$ cat src/design/eth_params.svh
`ifndef ETH_PARAMS_SVH
`define ETH_PARAMS_SVH

// station addresses fixed at build time
`define LOCAL_MAC       48'h02_00_00_00_00_04
`define DEST_MAC        48'h08_62_66_B3_84_1C
`define LOCAL_IP        32'hC0_A8_01_04
`define DEST_IP         32'hC0_A8_01_05

// same port on both ends
`define UDP_PORT        16'hFEEF

`define IP_TTL          8'h80
`define IP_PROTO_UDP    8'h11
`define ETHERTYPE_IPV4  16'h0800

// lengths in bytes
`define PREAMBLE_LEN    8
`define ETH_HDR_LEN     14
`define IP_HDR_LEN      20
`define UDP_HDR_LEN     8

// rx offsets counted from the first byte after the SFD
`define CMD_OFFSET      42
`define RX_CAPTURE_LEN  50

`endif

$ cat src/design/eth_pkg.sv
package eth_pkg;

	typedef logic [7:0]  byte_t;
	typedef logic [47:0] mac_addr_t;
	typedef logic [31:0] ipv4_addr_t;
	typedef logic [10:0] data_len_t;	// payload bytes without ident and idx
	typedef logic [15:0] cmd_t;
	typedef logic [31:0] param_t;

	// per-send header words computed before the frame goes out
	typedef struct packed
	{
		logic [15:0] udp_len;
		logic [15:0] ip_total_len;
		logic [15:0] ip_csum;
	} hdr_fields_t;

	typedef struct packed
	{
		cmd_t   cmd;
		param_t param;
	} rx_cmd_t;

	typedef enum logic [1:0]
	{
		TX_IDLE,
		TX_PREP,
		TX_SEND,
		TX_DONE
	} tx_state_e;

	typedef enum logic [2:0]
	{
		RX_IDLE,
		RX_PREAMBLE,
		RX_STORE,
		RX_ERROR,
		RX_JUDGE
	} rx_state_e;

endpackage

$ cat src/design/eth_commu_ctrl.sv
`timescale 1ns/10ps

module eth_commu_ctrl
(
	input                   i_clk,
	input                   i_rst_n,
	input                   i_trig_send,
	input                   i_hdr_ready,
	input                   i_tx_done,
	input                   i_cmd_valid,
	input  eth_pkg::rx_cmd_t i_rx_cmd,
	input                   i_cmd_finish,
	output logic            o_prep_start,
	output logic            o_tx_start,
	output logic            o_send_over,
	output eth_pkg::cmd_t   o_cmd,
	output eth_pkg::param_t o_param,
	output logic            o_cmd_come
);
	import eth_pkg::*;

	tx_state_e tx_state;
	logic trig_q;
	logic trig_rise;
	logic send_pend;

	assign trig_rise = i_trig_send & ~trig_q;

	// one cycle in done is the send-over pulse
	assign o_send_over = (tx_state == TX_DONE);

	always_ff @(posedge i_clk or negedge i_rst_n)
	if (!i_rst_n)
	begin
		trig_q <= 1'b0;
		send_pend <= 1'b0;
	end
	else
	begin
		trig_q <= i_trig_send;
		if (trig_rise)
			send_pend <= 1'b1;	// held while a send is running
		else if (tx_state == TX_IDLE)
			send_pend <= 1'b0;
	end

	always_ff @(posedge i_clk or negedge i_rst_n)
	if (!i_rst_n)
	begin
		tx_state <= TX_IDLE;
		o_prep_start <= 1'b0;
		o_tx_start <= 1'b0;
	end
	else
	begin
		o_prep_start <= 1'b0;
		o_tx_start <= 1'b0;
		case (tx_state)
		TX_IDLE:
			if (send_pend)
			begin
				tx_state <= TX_PREP;
				o_prep_start <= 1'b1;
			end
		TX_PREP:
			if (i_hdr_ready)
			begin
				tx_state <= TX_SEND;
				o_tx_start <= 1'b1;
			end
		TX_SEND:
			if (i_tx_done)	// framer is on its last byte
				tx_state <= TX_DONE;
		TX_DONE:
			tx_state <= TX_IDLE;
		default:
			tx_state <= TX_IDLE;
		endcase
	end

	// command hold until the user reports it finished
	always_ff @(posedge i_clk or negedge i_rst_n)
	if (!i_rst_n)
	begin
		o_cmd <= '0;
		o_param <= '0;
		o_cmd_come <= 1'b0;
	end
	else
	begin
		if (o_cmd_come)
		begin
			if (i_cmd_finish)
				o_cmd_come <= 1'b0;
		end
		else if (i_cmd_valid)
		begin
			o_cmd <= i_rx_cmd.cmd;
			o_param <= i_rx_cmd.param;
			o_cmd_come <= 1'b1;
		end
	end

endmodule

$ cat src/design/eth_commu_top.sv
`timescale 1ns/10ps

module eth_commu_top
(
	input                       i_clk,
	input                       i_rst_n,
	input  eth_pkg::data_len_t  i_data_length,
	input  eth_pkg::byte_t      i_pck_ident,
	input  eth_pkg::byte_t      i_pck_idx,
	input  eth_pkg::byte_t      i_cur_byte,
	input                       i_trig_send,
	input                       i_cmd_finish,
	input                       i_eth_rxdv,
	input  eth_pkg::byte_t      i_eth_rxd,
	output logic                o_feed_next_byte,
	output logic                o_send_over,
	output eth_pkg::cmd_t       o_cmd,
	output eth_pkg::param_t     o_param,
	output logic                o_cmd_come,
	output logic                o_eth_txen,
	output eth_pkg::byte_t      o_eth_txd
);
	import eth_pkg::*;

	logic prep_start;
	logic hdr_ready;
	logic tx_start;
	logic tx_done;
	logic cmd_valid;
	hdr_fields_t hdr;
	rx_cmd_t rx_cmd;

	eth_commu_ctrl u_ctrl
	(
		.i_clk(i_clk),
		.i_rst_n(i_rst_n),
		.i_trig_send(i_trig_send),
		.i_hdr_ready(hdr_ready),
		.i_tx_done(tx_done),
		.i_cmd_valid(cmd_valid),
		.i_rx_cmd(rx_cmd),
		.i_cmd_finish(i_cmd_finish),
		.o_prep_start(prep_start),
		.o_tx_start(tx_start),
		.o_send_over(o_send_over),
		.o_cmd(o_cmd),
		.o_param(o_param),
		.o_cmd_come(o_cmd_come)
	);

	udp_ip_hdr_gen u_hdr_gen
	(
		.i_clk(i_clk),
		.i_rst_n(i_rst_n),
		.i_start(prep_start),
		.i_data_length(i_data_length),
		.o_hdr(hdr),
		.o_ready(hdr_ready)
	);

	mac_tx_framer u_framer
	(
		.i_clk(i_clk),
		.i_rst_n(i_rst_n),
		.i_start(tx_start),
		.i_hdr(hdr),
		.i_data_length(i_data_length),
		.i_pck_ident(i_pck_ident),
		.i_pck_idx(i_pck_idx),
		.i_cur_byte(i_cur_byte),
		.o_feed_next_byte(o_feed_next_byte),
		.o_done(tx_done),
		.o_eth_txen(o_eth_txen),
		.o_eth_txd(o_eth_txd)
	);

	rx_frame_parser u_rx_parser
	(
		.i_clk(i_clk),
		.i_rst_n(i_rst_n),
		.i_eth_rxdv(i_eth_rxdv),
		.i_eth_rxd(i_eth_rxd),
		.o_cmd_valid(cmd_valid),
		.o_rx_cmd(rx_cmd)
	);

endmodule

$ cat src/design/mac_tx_framer.sv
`timescale 1ns/10ps
`include "eth_params.svh"

module mac_tx_framer
(
	input                        i_clk,
	input                        i_rst_n,
	input                        i_start,
	input  eth_pkg::hdr_fields_t i_hdr,
	input  eth_pkg::data_len_t   i_data_length,
	input  eth_pkg::byte_t       i_pck_ident,
	input  eth_pkg::byte_t       i_pck_idx,
	input  eth_pkg::byte_t       i_cur_byte,
	output logic                 o_feed_next_byte,
	output logic                 o_done,
	output logic                 o_eth_txen,
	output eth_pkg::byte_t       o_eth_txd
);
	import eth_pkg::*;

	localparam int PRE_LEN = `PREAMBLE_LEN;
	localparam int HDR_BYTES = `ETH_HDR_LEN + `IP_HDR_LEN + `UDP_HDR_LEN;
	localparam logic [11:0] ID_POS = 12'(PRE_LEN + HDR_BYTES);
	localparam logic [11:0] PAY_POS = ID_POS + 12'd2;
	localparam logic [7:0] VER_IHL = {4'h4, 4'(`IP_HDR_LEN / 4)};
	localparam mac_addr_t SRC_MAC = `LOCAL_MAC;
	localparam mac_addr_t DST_MAC = `DEST_MAC;
	localparam ipv4_addr_t SRC_IP = `LOCAL_IP;
	localparam ipv4_addr_t DST_IP = `DEST_IP;

	logic run;
	logic load;
	logic [11:0] pos;	// index of the byte loaded next
	logic [11:0] cur_pos;
	logic [11:0] last_pos;
	logic [5:0] hdr_idx;
	logic [HDR_BYTES*8-1:0] hdr_vec;
	byte_t tx_byte;

	// eth + ip + udp headers with the first wire byte in the top bits
	assign hdr_vec = {DST_MAC, SRC_MAC, `ETHERTYPE_IPV4,
		VER_IHL, 8'h00, i_hdr.ip_total_len, 16'h0000, 16'h0000,
		`IP_TTL, `IP_PROTO_UDP, i_hdr.ip_csum, SRC_IP, DST_IP,
		`UDP_PORT, `UDP_PORT, i_hdr.udp_len, 16'h0000};

	assign cur_pos = run ? pos : 12'd0;
	assign load = run | i_start;
	assign hdr_idx = 6'(cur_pos - 12'(PRE_LEN));
	assign o_feed_next_byte = run && (pos >= PAY_POS);

	always_comb
	begin
		if (cur_pos < 12'(PRE_LEN))
			tx_byte = (cur_pos == 12'(PRE_LEN - 1)) ? 8'hD5 : 8'h55;	// sfd last
		else if (cur_pos < ID_POS)
			tx_byte = hdr_vec[(HDR_BYTES - 1 - int'(hdr_idx)) * 8 +: 8];
		else if (cur_pos == ID_POS)
			tx_byte = i_pck_ident;
		else if (cur_pos == ID_POS + 12'd1)
			tx_byte = i_pck_idx;
		else
			tx_byte = i_cur_byte;
	end

	always_ff @(posedge i_clk)
	if (i_start && !run)
		last_pos <= PAY_POS + 12'(i_data_length) - 12'd1;

	always_ff @(posedge i_clk or negedge i_rst_n)
	if (!i_rst_n)
	begin
		run <= 1'b0;
		pos <= '0;
		o_done <= 1'b0;
		o_eth_txen <= 1'b0;
		o_eth_txd <= '0;
	end
	else
	begin
		o_done <= 1'b0;
		o_eth_txen <= load;
		o_eth_txd <= load ? tx_byte : 8'h00;
		if (run)
		begin
			pos <= pos + 12'd1;
			if (pos == last_pos)
			begin
				run <= 1'b0;
				o_done <= 1'b1;	// high with the last byte
			end
		end
		else if (i_start)
		begin
			run <= 1'b1;
			pos <= 12'd1;
		end
	end

endmodule

$ cat src/design/rx_frame_parser.sv
`timescale 1ns/10ps
`include "eth_params.svh"

module rx_frame_parser
(
	input                    i_clk,
	input                    i_rst_n,
	input                    i_eth_rxdv,
	input  eth_pkg::byte_t   i_eth_rxd,
	output logic             o_cmd_valid,
	output eth_pkg::rx_cmd_t o_rx_cmd
);
	import eth_pkg::*;

	localparam logic [2:0] PRE_LAST = 3'(`PREAMBLE_LEN - 1);
	localparam logic [5:0] MAC_BYTES = 6'($bits(mac_addr_t) / 8);
	localparam logic [5:0] TYPE_POS = 6'(`ETH_HDR_LEN - 2);
	localparam logic [5:0] CMD_POS = 6'(`CMD_OFFSET);
	localparam logic [5:0] CHK_POS = CMD_POS + 6'd2;
	localparam logic [5:0] PARAM_POS = CMD_POS + 6'd4;
	localparam logic [5:0] CAP_LEN = 6'(`RX_CAPTURE_LEN);
	localparam mac_addr_t OWN_MAC = `LOCAL_MAC;

	rx_state_e rx_state;
	byte_t rxd_q;
	logic [2:0] pre_cnt;
	logic [5:0] store_idx;
	mac_addr_t dst_mac;
	logic [15:0] eth_type;
	cmd_t chk_word;
	rx_cmd_t cmd_q;
	logic accept;

	assign accept = ((dst_mac == OWN_MAC) || (&dst_mac))
		&& (eth_type == `ETHERTYPE_IPV4)
		&& (cmd_q.cmd == ~chk_word)
		&& (store_idx == CAP_LEN);	// short frames are dropped

	assign o_cmd_valid = (rx_state == RX_JUDGE) && accept;
	assign o_rx_cmd = cmd_q;

	always_ff @(posedge i_clk)
		rxd_q <= i_eth_rxd;

	always_ff @(posedge i_clk or negedge i_rst_n)
	if (!i_rst_n)
	begin
		rx_state <= RX_IDLE;
		pre_cnt <= '0;
		store_idx <= '0;
	end
	else
	begin
		case (rx_state)
		RX_IDLE:
			if (i_eth_rxdv)
			begin
				rx_state <= RX_PREAMBLE;
				pre_cnt <= '0;
				store_idx <= '0;
			end
		RX_PREAMBLE:
		begin
			pre_cnt <= pre_cnt + 3'd1;
			if (!i_eth_rxdv)
				rx_state <= RX_IDLE;
			else if (pre_cnt == PRE_LAST)
				rx_state <= (rxd_q == 8'hD5) ? RX_STORE : RX_ERROR;
			else if (rxd_q != 8'h55)
				rx_state <= RX_ERROR;
		end
		RX_STORE:
		begin
			if (!i_eth_rxdv)
				rx_state <= RX_JUDGE;	// rxd_q still holds the last byte
			if (store_idx != CAP_LEN)
				store_idx <= store_idx + 6'd1;
		end
		RX_ERROR:
			if (!i_eth_rxdv)
				rx_state <= RX_IDLE;
		RX_JUDGE:
			rx_state <= RX_IDLE;
		default:
			rx_state <= RX_IDLE;
		endcase
	end

	// fields are shifted in as their bytes pass
	always_ff @(posedge i_clk)
	if (rx_state == RX_STORE && store_idx != CAP_LEN)
	begin
		if (store_idx < MAC_BYTES)
			dst_mac <= {dst_mac[39:0], rxd_q};
		else if (store_idx == TYPE_POS || store_idx == TYPE_POS + 6'd1)
			eth_type <= {eth_type[7:0], rxd_q};
		else if (store_idx == CMD_POS || store_idx == CMD_POS + 6'd1)
			cmd_q.cmd <= {cmd_q.cmd[7:0], rxd_q};
		else if (store_idx == CHK_POS || store_idx == CHK_POS + 6'd1)
			chk_word <= {chk_word[7:0], rxd_q};
		else if (store_idx >= PARAM_POS)
			cmd_q.param <= {cmd_q.param[23:0], rxd_q};
	end

endmodule

$ cat src/design/udp_ip_hdr_gen.sv
`timescale 1ns/10ps
`include "eth_params.svh"

module udp_ip_hdr_gen
(
	input                        i_clk,
	input                        i_rst_n,
	input                        i_start,
	input  eth_pkg::data_len_t   i_data_length,
	output eth_pkg::hdr_fields_t o_hdr,
	output logic                 o_ready
);
	import eth_pkg::*;

	localparam logic [7:0] VER_IHL = {4'h4, 4'(`IP_HDR_LEN / 4)};
	localparam ipv4_addr_t SRC_IP = `LOCAL_IP;
	localparam ipv4_addr_t DST_IP = `DEST_IP;

	logic [15:0] udp_len_c;
	logic [15:0] ip_len_c;
	logic [19:0] sum_c;
	logic [19:0] sum_q;
	logic [15:0] udp_len_q;
	logic [15:0] ip_len_q;
	logic [16:0] fold1;
	logic [15:0] fold2;
	logic sum_vld;

	// payload plus the two ident bytes
	assign udp_len_c = 16'(i_data_length) + 16'd2 + 16'(`UDP_HDR_LEN);
	assign ip_len_c = udp_len_c + 16'(`IP_HDR_LEN);

	// ident, flags/frag and checksum words are zero and drop out
	assign sum_c = 20'({VER_IHL, 8'h00}) + 20'(ip_len_c)
		+ 20'({`IP_TTL, `IP_PROTO_UDP})
		+ 20'(SRC_IP[31:16]) + 20'(SRC_IP[15:0])
		+ 20'(DST_IP[31:16]) + 20'(DST_IP[15:0]);

	assign fold1 = {1'b0, sum_q[15:0]} + 17'(sum_q[19:16]);
	assign fold2 = fold1[15:0] + 16'(fold1[16]);

	always_ff @(posedge i_clk or negedge i_rst_n)
	if (!i_rst_n)
	begin
		sum_vld <= 1'b0;
		o_ready <= 1'b0;
	end
	else
	begin
		sum_vld <= i_start;
		o_ready <= sum_vld;
	end

	always_ff @(posedge i_clk)
	begin
		if (i_start)
		begin
			sum_q <= sum_c;
			udp_len_q <= udp_len_c;
			ip_len_q <= ip_len_c;
		end
		if (sum_vld)
			o_hdr <= '{udp_len: udp_len_q, ip_total_len: ip_len_q, ip_csum: ~fold2};
	end

endmodule

$ cat config.mk
export PLATFORM = sky130hd
export DESIGN_NAME = eth_commu_top
export DESIGN_NICKNAME = d
export VERILOG_FILES = /design/src/design/eth_pkg.sv /design/src/design/eth_commu_ctrl.sv /design/src/design/eth_commu_top.sv /design/src/design/mac_tx_framer.sv /design/src/design/rx_frame_parser.sv /design/src/design/udp_ip_hdr_gen.sv
export VERILOG_INCLUDE_DIRS = /design/src /design/src/design
export SDC_FILE = /design/constraint.sdc
export NUM_CORES = 1
export LEC_CHECK = 0
export BUFFER_PORTS_ARGS = -buffer_cell sky130_fd_sc_hd__buf_2
export CAP_MARGIN = 10
export CORE_MARGIN = 2
export CORE_UTILIZATION = 62
export CTS_BUF_LIST = sky130_fd_sc_hd__clkbuf_8
export CTS_CLUSTER_DIAMETER = 100
export CTS_CLUSTER_SIZE = 14
export DETAILED_ROUTE_END_ITERATION = 7
export PLACE_DENSITY_LB_ADDON = 0.08
export SLEW_MARGIN = 20
export SYNTH_ARGS = -nofsm -noshare
export SYNTH_HDL_FRONTEND = slang
export SYNTH_SLANG_ARGS = --single-unit
$ cat constraint.sdc
create_clock -name i_clk -period 3.7 [get_ports i_clk]
set_input_delay 0.555 -clock i_clk [delete_from_list [all_inputs] [get_ports i_clk]]
set_output_delay 0.555 -clock i_clk [all_outputs]
set_load 0.1 [all_outputs]
### Word level (Yosys, flattened, before mapping)

Index checks and enable logic that the tools add are counted.

| word-level totals | value |
|---|---|
| register bits | 340 |
| input bits | 48 |
| output and inout bits | 60 |
| word-level logic and storage cells | 167 |

| cells by class | value |
|---|---|
| add/subtract/negate cells | 18 |
| order comparisons | 5 |
| equality and inequality tests | 33 |
| shifts and indexed selects | 1 |
| mux-type cells | 40 |
| bitwise operators | 10 |
| reductions and logical operators | 29 |

Operator list:

| kind | number |
|---|---|
| $shiftx A336 B32 Y8 | 1 |
| $add A20 B16 Y20 const B | 3 |
| $eq A48 B42 Y1 const B | 1 |
| $mux W8 | 6 |
| $reduce_and A48 Y1 | 1 |
| $add A20 B9 Y20 const B | 2 |
| $mux W12 | 3 |
| $not A16 Y16 | 2 |
| $eq A6 B6 Y1 const B | 5 |
| $eq A12 B6 Y1 const B | 2 |
| $mux W3 | 7 |
| $add A15 B16 Y17 const A | 1 |
| $add A16 B4 Y17 | 1 |
| $add A16 B1 Y16 | 1 |
| $add A16 B4 Y16 const B | 1 |
| $add A16 B5 Y16 const B | 1 |
| $eq A16 B12 Y1 const B | 1 |
| $eq A16 B16 Y1 | 1 |
| $mux W1 | 15 |
| $add A11 B2 Y12 const B | 1 |
| $add A12 B1 Y12 const B | 1 |
| $add A6 B11 Y12 const A | 1 |
| $eq A12 B12 Y1 | 1 |
| $eq A12 B3 Y1 const B | 1 |
| other kinds (42) | 76 |

### Depth between registers and ports, before layout

Gate-level depths: netlist (run 1).

| logic depth | value |
|---|---|
| depth in word-level cells | 9 |
| gate-level depth with buffers | 16 |
| mapped depth without buffers | 15 |

### Hierarchy

From an unflattened synthesis (run 1), not the netlist that was laid out.

| second synthesis, totals | value |
|---|---|
| cells, all modules | 1076 |
| area, all modules | 14503.9 µm² |

By module, submodules not included:

| module | times used | cells each | area each (µm²) | seq. area each (µm²) |
|---|---|---|---|---|
| rx_frame_parser | 1 | 278 | 5172.5 | 4304.1 |
| udp_ip_hdr_gen | 1 | 282 | 3794.9 | 2362.3 |
| mac_tx_framer | 1 | 389 | 3337.0 | 935.9 |
| eth_commu_ctrl | 1 | 127 | 2199.6 | 1376.3 |

### Worst setup path after synthesis (run 1)

OpenSTA, ideal clock, no wires.

| timing path | value |
|---|---|
| path kind | input -> register |
| start | input port i_data_length[1] |
| end | register u_hdr_gen.sum_q[11], data pin |
| library setup time | 0.265 ns |
| arrival time | 3.580 ns |
| data required time | 3.435 ns |
| path slack | -0.145 ns |
| cell stages on the path | 15 |
| path buffers | 1 |
| cells stage by stage | ha_1 buf_2 nor2b_1 nor2_1 inv_1 ha_1 xnor3_1 or2_1 nor4_4 nand2_1 xnor2_1 ha_1 xnor3_1 a21oi_2 xor2_1 |

| between the ends | value |
|---|---|
| cells in the longest elaborated chain, start to end | 9 |

RTL lines:

| what | line | RTL |
|---|---|---|
| start, declared | eth_commu_top.sv:7 | `input eth_pkg::data_len_t i_data_length,` |
| $add A11 B2 Y12 | udp_ip_hdr_gen.sv:30 | `` assign udp_len_c = 16'(i_data_length) + 16'd2 + 16'(`UDP_HDR_LEN); `` |
| $add A16 B4 Y16 | udp_ip_hdr_gen.sv:30 |  |
| net u_hdr_gen.udp_len_c[3] | udp_ip_hdr_gen.sv:19 | `logic [15:0] udp_len_c;` |
| $add A16 B5 Y16 | udp_ip_hdr_gen.sv:31 | `` assign ip_len_c = udp_len_c + 16'(`IP_HDR_LEN); `` |
| net u_hdr_gen.ip_len_c[9] | udp_ip_hdr_gen.sv:20 | `logic [15:0] ip_len_c;` |
| $add A15 B16 Y17 | udp_ip_hdr_gen.sv:34 | `assign sum_c = 20'({VER_IHL, 8'h00}) + 20'(ip_len_c)` |
| $add A20 B16 Y20 (2 in a row) | udp_ip_hdr_gen.sv:34 |  |
| $add A20 B9 Y20 | udp_ip_hdr_gen.sv:34 |  |
| $add A20 B16 Y20 | udp_ip_hdr_gen.sv:34 |  |
| $add A20 B9 Y20 | udp_ip_hdr_gen.sv:34 |  |
| net u_hdr_gen.sum_c[11] | udp_ip_hdr_gen.sv:21 | `logic [19:0] sum_c;` |
| end signal, assigned | udp_ip_hdr_gen.sv:58 | `sum_q <= sum_c;` |
| end, declared | udp_ip_hdr_gen.sv:22 | `logic [19:0] sum_q;` |

The timed path passes the listed nets, and every way through them passes these cells.
A chain may end at the register's enable or synchronous reset.

### Final worst setup path (run 1)

| timing path | value |
|---|---|
| start | register u_hdr_gen.sum_q[0] |
| end | register u_hdr_gen.o_hdr[15] (netlist bit), data pin |

| between the ends | value |
|---|---|
| cells in the longest elaborated chain, start to end | 3 |

RTL lines:

| what | line | RTL |
|---|---|---|
| $add A16 B4 Y17 | udp_ip_hdr_gen.sv:39 | `assign fold1 = {1'b0, sum_q[15:0]} + 17'(sum_q[19:16]);` |
| $add A16 B1 Y16 | udp_ip_hdr_gen.sv:40 | `assign fold2 = fold1[15:0] + 16'(fold1[16]);` |
| $not A16 Y16 | udp_ip_hdr_gen.sv:63 | `o_hdr <= '{udp_len: udp_len_q, ip_total_len: ip_len_q, ip_csum: ~fold2};` |
| end signal, assigned | udp_ip_hdr_gen.sv:63 |  |
| end, declared | udp_ip_hdr_gen.sv:10 | `output eth_pkg::hdr_fields_t o_hdr,` |

No other way between the ends.

==> impl_results.md, run 1 <==
- Outcome: finished, violations left
- Failing checks: hold timing
- Post-CTS Setup Inserts: 0
- Synth unique cells: 91
- Area growth, synth to finish: 11.2%
- Port buffer count: 107
- Max-cap check violation count: 0
- HP Class: in -> async
- Final wirelength: 27.8 mm
- Post-Synthesis Cells: 1074
- Endpoints failing hold: 7
- Clock net sink count: 322
- Least-Margin Pin Slew: 0.936 ns
- GPL Wtd Cong: 0.891
- Largest area contributor in the netlist: edfxtp_1
- RSZ-0062 raised after global routing: no
- Hpwl dp: 19.8 mm
- Post-route worst setup slack: 0.335 ns
- Slew Viols, Final: 0
- Antenna Cells: 0
- FFs w/ async S/R, synth: 28.6%
- Post-synthesis register bit count: 322
- Height of the die: 156 um
- Critical path's slowest cell: or4_1
- Vias: 8792
- Leak pwr: 0.00625 uW
- Largest net degree at the start of global routing: 49
- Sequential share of the synthesized area: 63.9%
- CP top delay family: simple AND/OR/NAND/NOR gates
- Total CTS buffers: 27
- Switching Fraction: 37.5%
- Die ar.: 0.0243 mm2
- Worst path buffer plus inverter count: 1
- WS Path Type: reg -> reg
- Share of cells above drive strength 1: 21.9%
- Yosys warnings: 0
- Root Driver: clkbuf_8
- Power Dens Cells: 650 mW/mm2
- Clk_skew: 0.0257 ns
- Nets@finish: 1294
- Worst path required time: 4.02 ns
- Commonest non-fill, non-tap cell in the layout: edfxtp_1
- All-Layer GR Usage: 23.3%
- Vias per cell: 5.78
- Final setup viols: 0
- Tmin final: 3.37 ns
- Total power: 10300 uW
- Gate power share: 35.7%
- Util after Layout: 70.2%
- Rel. slew slack: 37.1%
- Initial antenna violation count: 0
- Number of synthesized flops with an enable pin: 222
- Leading cell types in the layout, fill and taps excluded: 222 x edfxtp_1, 106 x buf_2, 92 x dfrtp_1
- Detailed Route Iter0 Violations: 831
- Final instance area: 0.0159 mm2
- Core area: 0.0226 mm2
- Final Cycle Share: 90.9%
- Critical Path AT: 3.69 ns
- CP max FO: 3
- Max Buffers Root-to-Sink: 3
- DR pass1 iterations: 6
- DP Area: 0.0154 mm2
- Die X: 156 um
- WHS: -0.00532 ns
- Top post-synthesis cells by area: edfxtp_1 47%, dfrtp_1 16%, mux2_2 3.9%, xnor2_1 3.5%, ha_1 2.6%
- CP endpoint kind: register
- CTS tree: yes
- Max Fclk: 297 MHz
- Wire length per cell: 18.3 um
- Worst-path cell chain: ha_1, inv_1, ha_1, or2_2, nor2_2, and2_1, ha_1, nor2b_1, nand2_1, nor3b_1, nand2_1, or4_1, nor3_4, nand2_1, xnor2_1
- Flop pwr share: 46.7%
- Post-synth top flop: edfxtp_1
- I/O pins: 108
- Vias in the first global route: 8516
- Htree depth: 1
- CP Launch Type: register
- First-pass GRT wire length: 44.7 mm
- Clock Pin Slew Worst Setup and Hold Paths: 0.09 ns
- Worst path max stage delay: 0.56 ns
- Peak VDD IR: 0.438 mV
- Clk Latency, worst-skew pair: 0.58 ns
- Dpl ws: -0.0384 ns
- P_sw: 3870 uW
- Clock power share: 17.6%
- Mapped Avg Cell Area: 13.3 um2
- Synth top area share: 46.7%
- Initial Util: 63.1%
- Row cnt: 55
- Mapped Area: 0.0143 mm2
- DRC viols: 0
- Detail Route Antenna Nets: 0
- Total gr overflow: 0
- Pint: 6450 uW
## per-layer routing
metal	GRT usage (%)	share of wire, %	wire length [um]	vias up
li1	-	-	-	4229
met4	4.72	1.8	498	0
met5	0	0	0	-
met3	2.92	5.8	1600	37
met1	36.6	48	13400	4249
met2	35.6	44	12300	277
## worst register-to-register path: stages (launching register included)
cell	delay (ns)
edfxtp_1	0.36
ha_1	0.17
inv_1	0.05
ha_1	0.18
or2_2	0.33
nor2_2	0.15
and2_1	0.17
ha_1	0.17
nor2b_1	0.17
nand2_1	0.07
nor3b_1	0.25
nand2_1	0.10
or4_1	0.56
nor3_4	0.17
nand2_1	0.09
xnor2_1	0.12
## state kept, by name (all words and copies together), names as in the netlist, 12 cells and up
register              flops
u_rx_parser.o_rx_cmd     48
u_ctrl.o_param           32
u_hdr_gen.o_hdr          41
u_framer.last_pos        12
u_hdr_gen.ip_len_q       13
u_framer.pos             12
u_rx_parser.chk_word     16
u_rx_parser.eth_type     16
u_ctrl.o_cmd             16
u_rx_parser.dst_mac      48
u_hdr_gen.sum_q          17
## through the flow
stage	setup TNS, ns	std cells	hold slack (ns)
final	0	1520	-0.00532
after CTS	0	1520	0.0134
after global placement	0	1472	0.398
after detailed placement	-0.0384	1472	0.385
after global routing	0	1520	0.0438
after floorplan	0	1079	0.259
## synthesized netlist by cell type (all sizes together) (3+ instances only)
library cell	instances
nor2b	9
nor4b	4
nor2	58
nand4b	3
a31oi	6
buf	14
clkbuf	29
o21ai	54
xor2	39
or3	5
mux2i	13
edfxtp	222
a22oi	4
nor4	28
a32oi	4
dfrtp	92
or4	4
a21o	3
nand2	82
nand2b	6
and3	8
o21a	4
o22ai	7
a32o	3
dfxtp	8
o31ai	3
ha	30
o41ai	3
and2	11
mux2	50
xnor2	60
nand3b	3
nand3	30
nor3	20
inv	40
o211ai	3
nor3b	6
a21oi	37
nand4	31
## cell families (layout without fill, tap and decap cells)
logic type | Yosys count | after routing | synth area share [%]
flip-flops | 322 | 322 | 63.9
AND/OR/NAND/NOR | 313 | 313 | 11.9
AO/OA/AOI/OAI | 156 | 156 | 7.00
XOR/XNOR | 101 | 101 | 6.83
buffers and inverters | 85 | 241 | 2.48
multiplexers | 65 | 65 | 5.19
adder cells (fa/ha/maj) | 30 | 30 | 2.63
other | 2 | 7 | 0.0526
## power by group through the flow
stage          clock network, uW  registers [uW]  logic (uW)
3_3_place_gp                   0            4880        3570
2_1_floorplan                  0            5020        2480
6_report                    1810            4820        3690
4_1_cts                     1870            4820        3650
3_5_place_dp                   0            4900        3630
5_1_grt                     1990            4880        4040
## cell type report
type                            count  area (um2)
Tap cell                          285         357
Clock inverter                     20        91.3
Timing Repair Buffer              151         893
Multi-Input combinational cell    672        4870
Clock buffer                       28         385
Inverter                           42         158
Sequential cell                   322        9130
Fill cell                        1604        6760
## repair_timing
item | in CTS | in global routing
gates resized for setup | 0 | 4
endpoints found under the hold margin | 0 | 0
setup endpoints to repair | 0 | 4
hold buffers | 0 | 0
## worst paths after layout
path                                          from                    to  slack [ns]  cells after the start
worst max-delay path            u_hdr_gen.sum_q[0]   u_hdr_gen.o_hdr[15]        0.33                     15
worst max register to register  u_hdr_gen.sum_q[0]   u_hdr_gen.o_hdr[15]        0.33                     15
worst min-delay path                       i_rst_n    u_ctrl.o_param[25]      -0.005                      1
worst min register to register   u_hdr_gen.sum_vld     u_hdr_gen.o_ready        0.40                      0
min in group i_clk                    i_eth_rxd[3]  u_rx_parser.rxd_q[3]        0.08                      1
max in group asynchronous                  i_rst_n      u_ctrl.send_pend        2.86                      2
Note: power is estimated with default switching activity, not from simulation.
==> inputs of run 2 (changes only) <==
--- a/config.mk
+++ b/config.mk
@@ -6,14 +6,16 @@
 export SDC_FILE = /design/constraint.sdc
 export NUM_CORES = 1
 export LEC_CHECK = 0
-export BUFFER_PORTS_ARGS = -buffer_cell sky130_fd_sc_hd__buf_2
+export ABC_AREA = 1
+export ABC_CLOCK_PERIOD_IN_PS = 3700
 export CAP_MARGIN = 10
 export CORE_MARGIN = 2
-export CORE_UTILIZATION = 62
+export CORE_UTILIZATION = 65
 export CTS_BUF_LIST = sky130_fd_sc_hd__clkbuf_8
 export CTS_CLUSTER_DIAMETER = 100
 export CTS_CLUSTER_SIZE = 14
 export DETAILED_ROUTE_END_ITERATION = 7
+export DONT_BUFFER_PORTS = 1
 export PLACE_DENSITY_LB_ADDON = 0.08
 export SLEW_MARGIN = 20
 export SYNTH_ARGS = -nofsm -noshare
==> impl_results.md, run 2 <==
- Hpwl dp: 20.0 mm (+0.91%)
- Endpoints failing hold: 0 (-7)
- CP dominant cell by count: nand2_1
- Post-synthesis register bit count: 322 (unchanged)
- Port buffer count: 0 (-100%)
- CTS tree: yes
- Max-cap check violation count: 0 (unchanged)
- Power Dens Cells: 674 mW/mm2 (+3.7%)
- Final Cycle Share: 88.9% (-2.1 points)
- GPL Wtd Cong: 0.943 (+5.9%)
- Vias per cell: 5.61 (-3.0%)
- Clk_skew: 0.0139 ns (-0.0117 ns)
- Wire length per cell: 16.3 um (-11%)
- I/O pins: 108 (unchanged)
- Largest net degree at the start of global routing: 93 (+90%)
- Outcome: completed
- Slew Viols, Final: 0 (unchanged)
- DRC viols: 0 (unchanged)
- Synth top cells by count: 255 x nand2_1, 222 x edfxtp_1, 170 x inv_1, 93 x nor2_1, 92 x dfrtp_1
- FFs w/ async S/R, synth: 28.6% (unchanged)
- Initial antenna violation count: 0 (unchanged)
- Vias: 9597 (+9.2%)
- Util after Layout: 71.0% (+0.84 points)
- Area growth, synth to finish: 6.68%
- Final setup viols: 0 (unchanged)
- Clock Pin Slew Worst Setup and Hold Paths: 0.08 ns (about the same)
- Total power: 10500 uW (+1.5%)
- Met2 routed WL: 12.5 mm (+1.6%)
- DR top layer: met4
- Worst-path cell chain: ha_1, inv_1, ha_1, inv_1, nand4_2, nor2_4, nand2_1, nor2_2, nand3_1, nor2_1, ha_1, nand2_1, nor2_2, nor3b_4, nand2_1, nor2_1, nand2_1, nor2_2, nand3_1, nor2_2, nand2_1, xnor2_1
- Detailed Route Iter0 Violations: 715 (-14%)
- Die ar.: 0.0236 mm2 (-2.7%)
- Final wirelength: 27.8 mm (about the same)
- Antenna Cells: 0 (unchanged)
- HP Class: in -> reg
- Clock net sink count: 322 (unchanged)
- WS Path Type: reg -> reg
- Cell Count, Final, Fillers Out: 1710 (+13%)
- Yosys warnings: 0 (unchanged)
- Share of cells above drive strength 1: 9.58% (-12 points)
- Die X: 154 um (-1.3%)
- Nets@finish: 1488 (+15%)
- Most frequent cell after synthesis: nand2_1
- Critical path's slowest cell: edfxtp_1
- Root Driver: clkbuf_8
- Critical Path AT: 3.61 ns (-0.08 ns)
- CP max FO: 4 (+1)
- Max Buffers Root-to-Sink: 3 (unchanged)
- Final TNS setup: 0 ns (unchanged)
- Total gr overflow: 0 (unchanged)
- Post-Synthesis Cells: 1375 (+28%)
- Number of synthesized flops with an enable pin: 222 (unchanged)
- CP Launch Type: register
- Worst path required time: 4.02 ns (about the same)
- Tmin final: 3.29 ns (-0.0772 ns)
- Synth top area share: 45.8% (-0.91 points)
- Synth unique cells: 58 (-36%)
- Met3 Wirelength: 2.14 mm (+33%)
- CP endpoint kind: register
- Core area: 0.0219 mm2 (-3.3%)
- Post-route met1 wirelength: 12.8 mm (-4.6%)
- Htree depth: 1 (unchanged)
- Mapped Area: 0.0146 mm2 (+2.0%)
- Least-Margin Pin Slew: 0.993 ns (+0.0568 ns)
- Post-route worst setup slack: 0.412 ns (+0.0772 ns)
- Sequential share of the synthesized area: 62.7% (-1.2 points)
- Clk Latency, worst-skew pair: 0.57 ns (about the same)
- Post-CTS Setup Inserts: 0 (unchanged)
- Row cnt: 54 (-1.8%)
- Commonest non-fill, non-tap cell in the layout: nand2_1
- Detail Route Antenna Nets: 0 (unchanged)
- Mapped Avg Cell Area: 10.6 um2 (-20%)
- Height of the die: 154 um (-1.3%)
- Dpl ws: 0.311 ns (+0.349 ns)
- Leading cell types in the layout, fill and taps excluded: 255 x nand2_1, 222 x edfxtp_1, 191 x inv_1
- Total CTS buffers: 26 (-3.7%)
- All-Layer GR Usage: 23.9% (+0.64 points)
- First-pass GRT wire length: 45.7 mm (+2.1%)
- Initial Util: 66.6% (+3.5 points)
- Filler cells: 1558 (-2.9%)
- Largest area contributor in the netlist: edfxtp_1
- DR pass1 iterations: 5 (-1)
- Post-synth top flop: edfxtp_1
- Top post-synthesis cells by area: edfxtp_1 46%, dfrtp_1 16%, nand2_1 6.6%, inv_1 4.4%, o21ai_0 3.0%
- Placed cells: 1651 (+12%)
- Worst path max stage delay: 0.36 ns (-0.20 ns)
- Leak pwr: 0.00650 uW (+3.9%)
- Vias in the first global route: 9180 (+7.8%)
- Peak VDD IR: 0.354 mV (-19%)
- Rel. slew slack: 33.8% (-3.3 points)
- Area of the multi-input gates: 0.00466 mm2 (-4.3%)
- FF/Latch Area: 0.00913 mm2 (unchanged)
- Max Fclk: 304 MHz (+2.3%)
-- run 2: layout make-up --
class,count,area share [%]
Sequential cell,322,58.7
Multi-Input combinational cell,844,30.0
Inverter,190,4.60
Clock buffer,26,2.30
Tap cell,280,2.25
Timing Repair Buffer,26,1.55
Clock inverter,22,0.563
-- run 2: critical path, delay by kind of cell, from the launching register on --
| family | cells | cell delay [ns] |
|---|---|---|
| fa+ha+maj | 3 | 0.53 |
| buf+inv | 2 | 0.14 |
| simple gates | 16 | 1.89 |
| flops | 1 | 0.36 |
| xor+xnor | 1 | 0.12 |
-- run 2: per-stage QoR --
stage / area [um2] / hold WS (ns)
finish: 15500 / 0.0778
global route: 15500 / 0.0409
CTS: 15500 / 0.0397
detailed placement: 14900 / 0.261
global placement: 14900 / 0.261
floorplan: 14600 / 0.259
-- run 2: cell families after synthesis --
group                    synth area share (%)
buffers and inverters                    5.81
AND/OR/NAND/NOR                          18.0
XOR/XNOR                                 3.06
adder cells (fa/ha/maj)                  2.58
other                                  0.0515
multiplexers                            0.137
AO/OA/AOI/OAI                            7.69
flip-flops                               62.7
-- run 2: what timing repair did --
action / CTS / global route
setup endpoints to repair: 0 / 4
resized for setup: 0 / 6
hold buffers: 11 / 0
hold endpoints to repair: 101 / 0
-- run 2: per-layer routing --
metal,GRT usage (%),up-vias
met5,0,-
met4,5.50,0
met3,4.48,38
met2,37.1,318
met1,35.9,4510
li1,-,4731
-- run 2: final timing paths --
check,startpoint,end,slack (ns),cells after the start
min in group asynchronous,i_rst_n,u_ctrl.tx_state[1],0.55,2
max reg2reg,u_hdr_gen.sum_q[0],u_hdr_gen.o_hdr[15],0.41,22
min reg2reg,u_hdr_gen.ip_len_q[12],u_hdr_gen.o_hdr[28],0.42,0
min,i_cmd_finish,u_ctrl.o_cmd_come,0.08,1
max in group asynchronous,i_rst_n,u_ctrl.o_cmd[5],2.76,2
max,u_hdr_gen.sum_q[0],u_hdr_gen.o_hdr[15],0.41,22
-- run 2: power breakdown --
part           switching (uW)  leakage (uW)  internal [uW]
Clock                    1080      0.000303            662
Sequential                689       0.00332           4610
Combinational            2380       0.00288           1060
Total                    4150       0.00650           6330
